`src/common/osChecker_macros.svh`:
```
`ifndef OS_CHECKER_MACROS_SVH
`define OS_CHECKER_MACROS_SVH

// width of one ordered set.
`define OS_WIDTH 128

// symbol codes.
`define SYM_PAD      8'hF7
`define SYM_COM      8'hBC
`define SYM_TS1_ID   8'h4A
`define SYM_TS2_ID   8'h45
`define SYM_GEN3_TS1 8'h1E
`define SYM_GEN3_TS2 8'h2D

// field positions inside the set.
`define OS_LINK_LSB  8
`define OS_LANE_LSB  16
`define OS_RATE_LSB  32
`define OS_UPCFG_BIT 42
`define OS_BIT43     43
`define OS_ID_LSB    80

// low part that must be zero for an idle set.
`define OS_IDLE_WIDTH 64

`endif

```
`src/common/osCheckerPkg.sv`:
```
package osCheckerPkg;

    // one symbol of an ordered set.
    typedef logic [7:0] symbolT;

    // ####################################################################
    // training substates, codes as reported by the LTSSM.
    // ####################################################################
    typedef enum logic [3:0] {
        detectQuiet          = 4'd0,
        detectActive         = 4'd1,
        pollingActive        = 4'd2,
        pollingConfiguration = 4'd3,
        configLinkWidthStart  = 4'd4,
        configLinkWidthAccept = 4'd5,
        configLanenumWait     = 4'd6,
        configLanenumAccept   = 4'd7,
        configComplete        = 4'd8,
        configIdle            = 4'd9
    } substateT;

    // port role on the link.
    typedef enum logic {
        roleDownstream = 1'b0,
        roleUpstream   = 1'b1
    } osRoleT;

    // ####################################################################
    // start symbol and identifier classification.
    // ####################################################################
    // a TS1 needs COM or the gen3 TS1 start plus the TS1 identifier.
    // same for TS2 with its own start and identifier.
    typedef enum logic [1:0] {
        startNone = 2'd0,
        startTs1  = 2'd1,
        startTs2  = 2'd2
    } startKindT;

endpackage

```
`src/common/osDecodedIf.sv`:
```
`timescale 1ns/1ps

interface osDecodedIf;
    import osCheckerPkg::*;

    logic      valid;
    startKindT startKind;
    symbolT    linkField;
    symbolT    laneField;
    symbolT    rateField;
    logic      upconfigure;
    logic      bit43;
    // low half all zero.
    logic      idleSet;

    modport source (
        output valid,
        output startKind,
        output linkField,
        output laneField,
        output rateField,
        output upconfigure,
        output bit43,
        output idleSet
    );

    modport sink (
        input valid,
        input startKind,
        input linkField,
        input laneField,
        input rateField,
        input upconfigure,
        input bit43,
        input idleSet
    );

endinterface

```
`src/checker/osRuleMatch.sv`:
```
`timescale 1ns/1ps
`include "osChecker_macros.svh"

module osRuleMatch #(
    parameter osCheckerPkg::osRoleT role = osCheckerPkg::roleDownstream
) (
    input  logic                   clk,
    input  logic                   reset,
    osDecodedIf.sink               dec,
    input  osCheckerPkg::substateT substate,
    input  osCheckerPkg::symbolT   linkNumber,
    input  osCheckerPkg::symbolT   laneNumber,
    input  logic                   fieldsChanged,
    input  logic                   counting,
    output logic                   match
);
    import osCheckerPkg::*;

    localparam bit upstream = (role == roleUpstream);

    logic   isTs1;
    logic   isTs2;
    logic   linkPad;
    logic   lanePad;
    logic   linkOwn;
    logic   laneOwn;
    logic   learnedOk;
    logic   learnLink;
    symbolT learnedLink;

    // ####################################################################
    // field predicates.
    // ####################################################################
    assign isTs1     = (dec.startKind == startTs1);
    assign isTs2     = (dec.startKind == startTs2);
    assign linkPad   = (dec.linkField == `SYM_PAD);
    assign lanePad   = (dec.laneField == `SYM_PAD);
    assign linkOwn   = (dec.linkField == linkNumber);
    assign laneOwn   = (dec.laneField == laneNumber);
    assign learnedOk = (dec.linkField == learnedLink);

    // ####################################################################
    // per-substate acceptance.
    // ####################################################################
    always_comb
    begin
        match     = 1'b0;
        learnLink = 1'b0;
        if (dec.valid)
        begin
            case (substate)
                pollingActive:
                begin
                    // TS1 only when not a compliance request or upconfigure is set.
                    match = linkPad && lanePad
                          && (isTs2 || (isTs1 && (!dec.bit43 || dec.upconfigure)));
                end
                pollingConfiguration:
                begin
                    match = isTs2 && linkPad && lanePad;
                end
                configLinkWidthStart:
                begin
                    if (!upstream)
                    begin
                        match = isTs1 && linkOwn && lanePad;
                    end
                    else if (counting)
                    begin
                        match = isTs1 && lanePad && learnedOk;
                    end
                    else
                    begin
                        // upstream takes whatever link the partner proposes.
                        match     = isTs1 && lanePad && !linkPad;
                        learnLink = match;
                    end
                end
                configLinkWidthAccept:
                begin
                    // no rule on the downstream side.
                    match = upstream && isTs1 && linkOwn && !lanePad;
                end
                configLanenumWait, configLanenumAccept:
                begin
                    match = (upstream ? isTs2 : isTs1) && linkOwn && laneOwn;
                end
                configComplete:
                begin
                    match = isTs2 && linkOwn && laneOwn && !(counting && fieldsChanged);
                end
                configIdle:
                begin
                    match = dec.idleSet;
                end
                default:
                begin
                    match = 1'b0;
                end
            endcase
        end
    end

    // link number learned on the first accepted set.
    always_ff @(posedge clk or negedge reset)
    begin
        if (!reset)
        begin
            learnedLink <= '0;
        end
        else if (learnLink)
        begin
            learnedLink <= dec.linkField;
        end
    end

endmodule

```
`src/checker/osSequencer.sv`:
```
`timescale 1ns/1ps

module osSequencer (
    input  logic                   clk,
    input  logic                   reset,
    osDecodedIf.sink               dec,
    input  osCheckerPkg::substateT substate,
    input  logic                   match,
    output logic                   countUp,
    output logic                   runActive,
    output logic                   counting
);
    import osCheckerPkg::*;

    substateT lastSubstate;
    logic     substateChanged;

    assign substateChanged = (substate != lastSubstate);

    // ####################################################################
    // search / counting phase.
    // ####################################################################
    always_ff @(posedge clk or negedge reset)
    begin
        if (!reset)
        begin
            counting     <= 1'b0;
            lastSubstate <= detectQuiet;
        end
        else
        begin
            lastSubstate <= substate;
            if (dec.valid)
            begin
                // a match here opens the run for the present substate.
                counting <= match;
            end
            else if (substateChanged)
            begin
                counting <= 1'b0;
            end
        end
    end

    // ####################################################################
    // counter controls.
    // ####################################################################
    // the rules only match on a valid set.
    assign countUp = match;

    // low only when the external run counter has to clear.
    assign runActive = counting || countUp;

endmodule

```
`src/hdl/osChecker.sv`:
```
`timescale 1ns/1ps
`include "osChecker_macros.svh"

module osChecker #(
    parameter osCheckerPkg::osRoleT role = osCheckerPkg::roleDownstream
) (
    input  logic                   clk,
    input  logic                   reset,
    input  logic                   valid,
    input  logic [`OS_WIDTH-1:0]   orderedSet,
    input  osCheckerPkg::substateT substate,
    input  osCheckerPkg::symbolT   linkNumber,
    input  osCheckerPkg::symbolT   laneNumber,
    output logic                   countUp,
    output logic                   runActive,
    output osCheckerPkg::symbolT   rateId,
    output osCheckerPkg::symbolT   linkNumberOut,
    output logic                   upconfigureCapability
);

    logic fieldsChanged;
    logic match;
    logic counting;

    // one decoded set shared by all stages.
    osDecodedIf decoded ();

    osDecoder decoder (
        .valid      (valid),
        .orderedSet (orderedSet),
        .dec        (decoded)
    );

    osFieldCapture fieldCapture (
        .clk                   (clk),
        .reset                 (reset),
        .dec                   (decoded),
        .fieldsChanged         (fieldsChanged),
        .rateId                (rateId),
        .linkNumberOut         (linkNumberOut),
        .upconfigureCapability (upconfigureCapability)
    );

    osRuleMatch #(
        .role (role)
    ) ruleMatch (
        .clk           (clk),
        .reset         (reset),
        .dec           (decoded),
        .substate      (substate),
        .linkNumber    (linkNumber),
        .laneNumber    (laneNumber),
        .fieldsChanged (fieldsChanged),
        .counting      (counting),
        .match         (match)
    );

    osSequencer sequencer (
        .clk       (clk),
        .reset     (reset),
        .dec       (decoded),
        .substate  (substate),
        .match     (match),
        .countUp   (countUp),
        .runActive (runActive),
        .counting  (counting)
    );

endmodule

```
`src/hdl/osDecoder.sv`:
```
`timescale 1ns/1ps
`include "osChecker_macros.svh"

module osDecoder (
    input  logic                 valid,
    input  logic [`OS_WIDTH-1:0] orderedSet,
    osDecodedIf.source           dec
);
    import osCheckerPkg::*;

    symbolT startSym;
    symbolT idSym;
    logic   ts1Start;
    logic   ts2Start;

    assign startSym = orderedSet[7:0];
    assign idSym    = orderedSet[`OS_ID_LSB +: 8];

    // gen3 sets carry their own start symbol per type.
    assign ts1Start = (startSym == `SYM_COM) || (startSym == `SYM_GEN3_TS1);
    assign ts2Start = (startSym == `SYM_COM) || (startSym == `SYM_GEN3_TS2);

    always_comb
    begin
        if (ts1Start && (idSym == `SYM_TS1_ID))
        begin
            dec.startKind = startTs1;
        end
        else if (ts2Start && (idSym == `SYM_TS2_ID))
        begin
            dec.startKind = startTs2;
        end
        else
        begin
            dec.startKind = startNone;
        end
    end

    // ####################################################################
    // field extraction.
    // ####################################################################
    assign dec.valid       = valid;
    assign dec.linkField   = orderedSet[`OS_LINK_LSB +: 8];
    assign dec.laneField   = orderedSet[`OS_LANE_LSB +: 8];
    assign dec.rateField   = orderedSet[`OS_RATE_LSB +: 8];
    assign dec.upconfigure = orderedSet[`OS_UPCFG_BIT];
    assign dec.bit43       = orderedSet[`OS_BIT43];
    assign dec.idleSet     = ~|orderedSet[`OS_IDLE_WIDTH-1:0];

endmodule

```
`src/hdl/osFieldCapture.sv`:
```
`timescale 1ns/1ps

module osFieldCapture (
    input  logic                 clk,
    input  logic                 reset,
    osDecodedIf.sink             dec,
    output logic                 fieldsChanged,
    output osCheckerPkg::symbolT rateId,
    output osCheckerPkg::symbolT linkNumberOut,
    output logic                 upconfigureCapability
);

    // held fields of the last valid set.
    always_ff @(posedge clk or negedge reset)
    begin
        if (!reset)
        begin
            rateId                <= '0;
            linkNumberOut         <= '0;
            upconfigureCapability <= 1'b0;
        end
        else if (dec.valid)
        begin
            rateId                <= dec.rateField;
            linkNumberOut         <= dec.linkField;
            upconfigureCapability <= dec.upconfigure;
        end
    end

    // compare against what the previous valid set carried.
    // only rate and upconfigure take part, the link field is checked by the rules.
    assign fieldsChanged = dec.valid
                         && ((dec.rateField != rateId)
                          || (dec.upconfigure != upconfigureCapability));

endmodule

```
`config.mk`:
```
export PLATFORM = sky130hd
export DESIGN_NAME = osChecker
export DESIGN_NICKNAME = d
export VERILOG_FILES = /design/src/common/osCheckerPkg.sv /design/src/common/osDecodedIf.sv /design/src/checker/osRuleMatch.sv /design/src/checker/osSequencer.sv /design/src/hdl/osChecker.sv /design/src/hdl/osDecoder.sv /design/src/hdl/osFieldCapture.sv
export VERILOG_INCLUDE_DIRS = /design/src /design/src/common
export SDC_FILE = /design/constraint.sdc
export NUM_CORES = 1
export LEC_CHECK = 0
export BUFFER_PORTS_ARGS = -buffer_cell sky130_fd_sc_hd__buf_2
export CAP_MARGIN = 20
export CORE_MARGIN = 2
export CORE_UTILIZATION = 40
export CTS_BUF_LIST = sky130_fd_sc_hd__clkbuf_8
export CTS_CLUSTER_DIAMETER = 30
export DETAILED_ROUTE_END_ITERATION = 10
export GPL_TIMING_DRIVEN = 0
export PLACE_DENSITY = 0.88
export SKIP_CTS_REPAIR_TIMING = 1
export SYNTH_ARGS = -nofsm -noshare
export SYNTH_HDL_FRONTEND = slang
export SYNTH_HIERARCHICAL = 1
export SYNTH_SLANG_ARGS = --single-unit
```
`constraint.sdc`:
```
create_clock -name clk -period 12.2 [get_ports clk]
set_clock_uncertainty 0.05 [all_clocks]
set_input_delay 3.66 -clock clk [delete_from_list [all_inputs] [get_ports clk]]
set_output_delay 3.66 -clock clk [all_outputs]
set_load 0.01 [all_outputs]
```
==> After elaboration in Yosys (flattened, before gate mapping) <==
Index checks and enable logic that the tools add are counted.
{ "word_totals": {"regBits": 22, "ramBits": 0, "in_bits": 151, "out_inout_bits": 19, "latch_bits": 0, "mem_count": 0, "mem_bits_ro": 0} }
{ "op_classes": {"eq_ne": 21, "shift": 0, "addsub": 0, "order_cmp": 0, "bitwise": 0, "n_mul": 0, "n_div": 0, "n_mux": 6, "n_reduce_logical": 27} }
{ "ops": {"columns": ["cell", "n"], "rows": [
  ["$reduce_or 64->1", 1],
  ["$eq 8x8->1 const B", 3],
  ["$eq 8x7->1 const B", 2],
  ["$eq 8x8->1", 2],
  ["$logic_and 1x1->1", 15],
  ["$eq 4x3->1 const B", 3],
  ["$eq 4x2->1 const B", 2],
  ["$eq 4x4->1 const B", 2],
  ["$eq 8x5->1 const B", 1],
  ["$eq 8x6->1 const B", 1],
  ["$ne 8x8->1", 1],
  ["$logic_or 1x1->1", 6],
  ["$pmux 1 s6", 1],
  ["$mux 2", 2],
  ["$ne 4x4->1", 1],
  ["$logic_not 1->1", 3],
  ["$mux 1", 3],
  ["$eq 2x1->1 const B", 1],
  ["$eq 2x2->1 const B", 1],
  ["$reduce_bool 2->1", 1],
  ["$reduce_or 2->1", 1],
  ["$ne 1x1->1", 1]
]} }

==> Logic depth before layout (Yosys ltp) <==
{ "depth": {"ltp_word": 12, "depth_mapped": 11, "mapped_depth_nobuf": 10} }

==> Modules after synthesis <==
Netlist, hierarchy kept.
{ "modules_own_cells": {"columns": ["mod", "area_each_um2", "instances", "cells_each"], "rows": [
  ["osFieldCapture", 740.7, 1, 48],
  ["osDecoder", 466.7, 1, 62],
  ["osRuleMatch", 340.3, 1, 48],
  ["osSequencer", 198.9, 1, 15]
]} }

==> Worst setup path before layout <==
No wires, ideal clock.
{ "synth_path": {"kind": "input -> output", "startpoint": "input orderedSet[85]", "endpoint": "output runActive", "path_slack_ps": 2971, "path_buffers": 0, "t_arrival_ps": 5519, "required_time_ps": 8490, "stages": 9, "cell_sequence": "nor4b_1 > nand4b_1 > nor3_1 > nand3b_1 > or4_4 > nand3_1 > nand4_1 > a31oi_1 > or2_2"} }
{ "synth_between": {"word_cells_on_any_way": 22} }
{ "synth_rtl": {"columns": ["element", "line_no", "text"], "rows": [
  ["from (decl)", "osChecker.sv:10", "input logic [`OS_WIDTH-1:0] orderedSet,"],
  ["$eq 8x7->1 (no line) (*)", null, null],
  ["$logic_and 1x1->1 (*)", "osDecoder.sv:25", "if (ts1Start && (idSym == `SYM_TS1_ID))"],
  ["$mux 2 (*)", "osDecoder.sv:25", null],
  ["net decoded.startKind[0]", "osDecodedIf.sv:7", "startKindT startKind;"],
  ["$eq 2x2->1 / $eq 2x1->1 (equally long branches)", "osRuleMatch.sv:35, osRuleMatch.sv:34", null],
  ["$logic_and 1x1->1, on equally long branches", "osRuleMatch.sv:90, osRuleMatch.sv:56", null],
  ["$logic_and 1x1->1 / $logic_or 1x1->1 (equally long branches)", "osRuleMatch.sv:90, osRuleMatch.sv:56", null],
  ["$logic_and 1x1->1, on equally long branches", "osRuleMatch.sv:90, osRuleMatch.sv:56", null],
  ["$pmux 1 s6 (*)", "osRuleMatch.sv:51", "case (substate)"],
  ["$mux 1 (*)", "osRuleMatch.sv:49", "if (dec.valid)"],
  ["net match", "osChecker.sv:22", "logic match;"],
  ["$logic_or 1x1->1 (*)", "osSequencer.sv:52", "assign runActive = counting || countUp;"],
  ["to (decl)", "osChecker.sv:15", "output logic runActive,"]
]} }
Mark *: on every way through the listed nets, which the timed path passes. The rest lies on a longest branch.

==> Worst setup path in the final report <==
Same ends and word-level chain as after synthesis.

==> qor.txt <==
Chip Width -> 70.1 um
Hold Crit Class -> reg -> reg
Post-synthesis simple-gate area fraction -> 0.250
Sequential power share -> 0.436
Filler cell count -> 402
First-pass GRT wire length -> 7.52 mm
Slew headroom -> 0.665
Finish-stage setup viols -> 0
YS warnings -> 6
Fmax achieved -> 0.103 GHz
Internal power -> 0.137 mW
Die area -> 4910 sq um
Buf+Inv Stages, Crit Path -> 2
Status -> complete, no violations
Total wire length -> 4.89 mm
Share of the synthesized area in the top cell type -> 0.315
Sequential-to-total area share from yosys stat -> 0.315
Row count -> 24
Critical Path Fanout Max -> 5
Compound-cell area share of the yosys netlist -> 0.0423
Worst Reg-to-Reg Cells -> 10
Max incr delay on CP -> 0.44 ns
Initial Utilization -> 0.407
# clock sinks -> 22
CP Cell Sequence -> buf_2 > nor4b_1 > nand4b_1 > nor3_1 > nand3b_1 > or4_4 > o21ai_1 > nand4_1 > a31oi_1 > or2_2 > buf_2
Reg clk slew, reported paths -> 0.08 ns
Nets@finish -> 441
Post-synth net total -> 324
CP arrival -> 6.03 ns
CP Class -> in -> out
Post-Place Worst Slack -> 2.50 ns
Critical path's top delay family -> simple AND/OR/NAND/NOR gates
Synth area leaders -> dfrtp_1 (32%), xnor2_1 (14%), buf_4 (12%)
Adder-cell share of the synthesized area -> 0
Element type at the critical path end -> output pin
Vias in the first global route -> 1681
Leakage -> 1.10 nW
Count of different cell masters after synthesis -> 34
Clk network pwr share -> 0.238
CP Data Required Time -> 8.49 ns
TritonCTS clock tree -> built
TritonRoute pass-1 iters -> 4
Mapped Cells -> 173
Core box area -> 4290 sq um
Slew @ Worst Pin -> 0.502 ns
Detailed-route via count -> 1739
Worst Hold Depth -> 1
Mapped Avg Cell Area -> 10.1 sq um
Minimum clock period -> 9.74 ns
Pwr dens -> 79.3 nW/um^2
Main combinational cell family by area after synthesis -> simple AND/OR/NAND/NOR gates
Fin. max-slew vios -> 0
Diode count -> 0
Drt drc -> 0
Hold endpoint -> fieldCapture/linkNumberOut[4]$_DFFE_PN0P_
CTS Buf Count -> 3
GRT overflow -> 0
Mux share of post-synthesis cell area -> 0.110
# port buffers -> 112
Total net switching power -> 0.0548 mW
IO Pins -> 170
Number of H-tree levels -> 1
Slowest CP cell -> nor3_1
Root buffer cell -> clkbuf_8
Worst hold margin -> 0.455 ns
Most frequent cells in the layout -> buf_2 (112), buf_4 (28), xnor2_1 (27)
Clk_lat worst skew -> 0.26 ns
Die height -> 70.1 um
Most used cell, CP -> buf_2
Highest ir drop seen on vdd -> 0.0531 mV
Worst setup SP type -> input pin
Overall Global Routing Usage -> 0.191
Cell Area, Synth -> 1750 sq um
Sw frac -> 0.286
Min-delay src -> fieldCapture/linkNumberOut[4]$_DFFE_PN0P_
Largest net degree at the start of global routing -> 23
Yosys top cell by area -> dfrtp_1
CTS max path bufs -> 2
Layout cells sized above 1 -> 0.590
Final ANT Viol Nets -> 0
Final Hold Fails -> 0
Cells after DPL -> 337
Worst reg-to-reg setup slack -> 10.14 ns
Finished Layout Cells -> 340
DP Wirelength -> 4.19 mm
Setup_tns -> 0 ns
Worst setup margin -> 2.46 ns
Worst r2r src -> fieldCapture/upconfigureCapability$_DFFE_PN0P_
Fin crit share -> 0.798
Post-Synth XOR/XNOR Area -> 0.145
Comb power frac -> 0.326
RePlAce Congestion -> 0.949
WL per Instance -> 14.4 um
Synth Register Bits -> 22
Crit Reg-Reg Endpoint -> sequencer/counting$_DFFE_PN0P_
Commonest non-fill, non-tap cell in the layout -> buf_2
Initial detailed-routing violation count -> 44
Initial antenna violation count -> 0
Area grow syn2layout -> 38.2%
RSZ-0062 raised after global routing -> no
Drt via density -> 5.11
Max Cap Violations -> 0
-- metrics by stage --
step / utilization / instance area (sq um) / power, mW
floorplan: - / 1750 / 0.117
global placement: 0.552 / 2370 / 0.146
detailed placement: 0.552 / 2370 / 0.148
CTS: 0.562 / 2410 / 0.192
global route: 0.562 / 2410 / 0.201
finish: 0.562 / 2410 / 0.191
-- area by class of cell --
type	instances	area, sq um	share of cell area
plain buffers	30	233	0.0964
clock buffers	3	41.3	0.0171
inverters	2	7.51	0.00311
multi-input cells	119	956	0.396
flip-flops and latches	22	551	0.228
well taps	52	65.1	0.0270
repair buffers	112	561	0.232
-- cells in the mapped netlist (all sizes together) --
cell type	count
dfrtp	22
buf	30
nand3	5
nor4bb	2
inv	2
nor4b	1
xor2	2
o21ai	3
nand2b	1
a211oi	1
nor2	3
nor3	2
mux2	17
xnor2	27
nand2	3
o31ai	1
o41a	1
nor2b	1
or4	1
o22ai	1
a31oi	1
and3b	2
or2	1
nand3b	3
a21oi	3
nor4	18
nor3b	1
nand4	13
nand4b	5
-- power groups by stage --
stage	combinational, mW	sequential, mW	clock [mW]
3_3_place_gp	0.0613	0.0847	0
2_1_floorplan	0.0293	0.0874	0
3_5_place_dp	0.0627	0.0849	0
6_report	0.0625	0.0834	0.0456
4_1_cts	0.0630	0.0835	0.0459
5_1_grt	0.0679	0.0843	0.0492
-- state kept, by name (all words and copies together), names as in the netlist --
signal                              cells
fieldCapture/linkNumberOut              8
fieldCapture/rateId                     8
fieldCapture/upconfigureCapability      1
sequencer/counting                      1
sequencer/lastSubstate                  4
-- worst max path at each step --
stage / end / startpoint / depth (start not counted) / slack (ns)
after floorplan: runActive / orderedSet[85] / 9 / 2.97
after global placement: runActive / orderedSet[85] / 11 / 2.48
after detailed placement: runActive / orderedSet[85] / 11 / 2.50
after CTS: runActive / orderedSet[85] / 11 / 2.48
after global routing: runActive / orderedSet[85] / 11 / 2.29
final: runActive / orderedSet[85] / 11 / 2.46
-- cell families after synthesis --
family / after synthesis
AND/OR/NAND/NOR: 62
multiplexers: 17
flip-flops: 22
XOR/XNOR: 29
AO/OA/AOI/OAI: 11
buffers and inverters: 32
-- metal layers --
metal | GRT usage | up-vias | share of wire
li1 | - | 853 | -
met1 | 0.235 | 811 | 0.42
met2 | 0.339 | 69 | 0.50
met3 | 0.0418 | 6 | 0.064
met4 | 0.0491 | 0 | 0.0098
met5 | 0 | - | 0
Note: power is estimated with default switching activity, not from simulation.
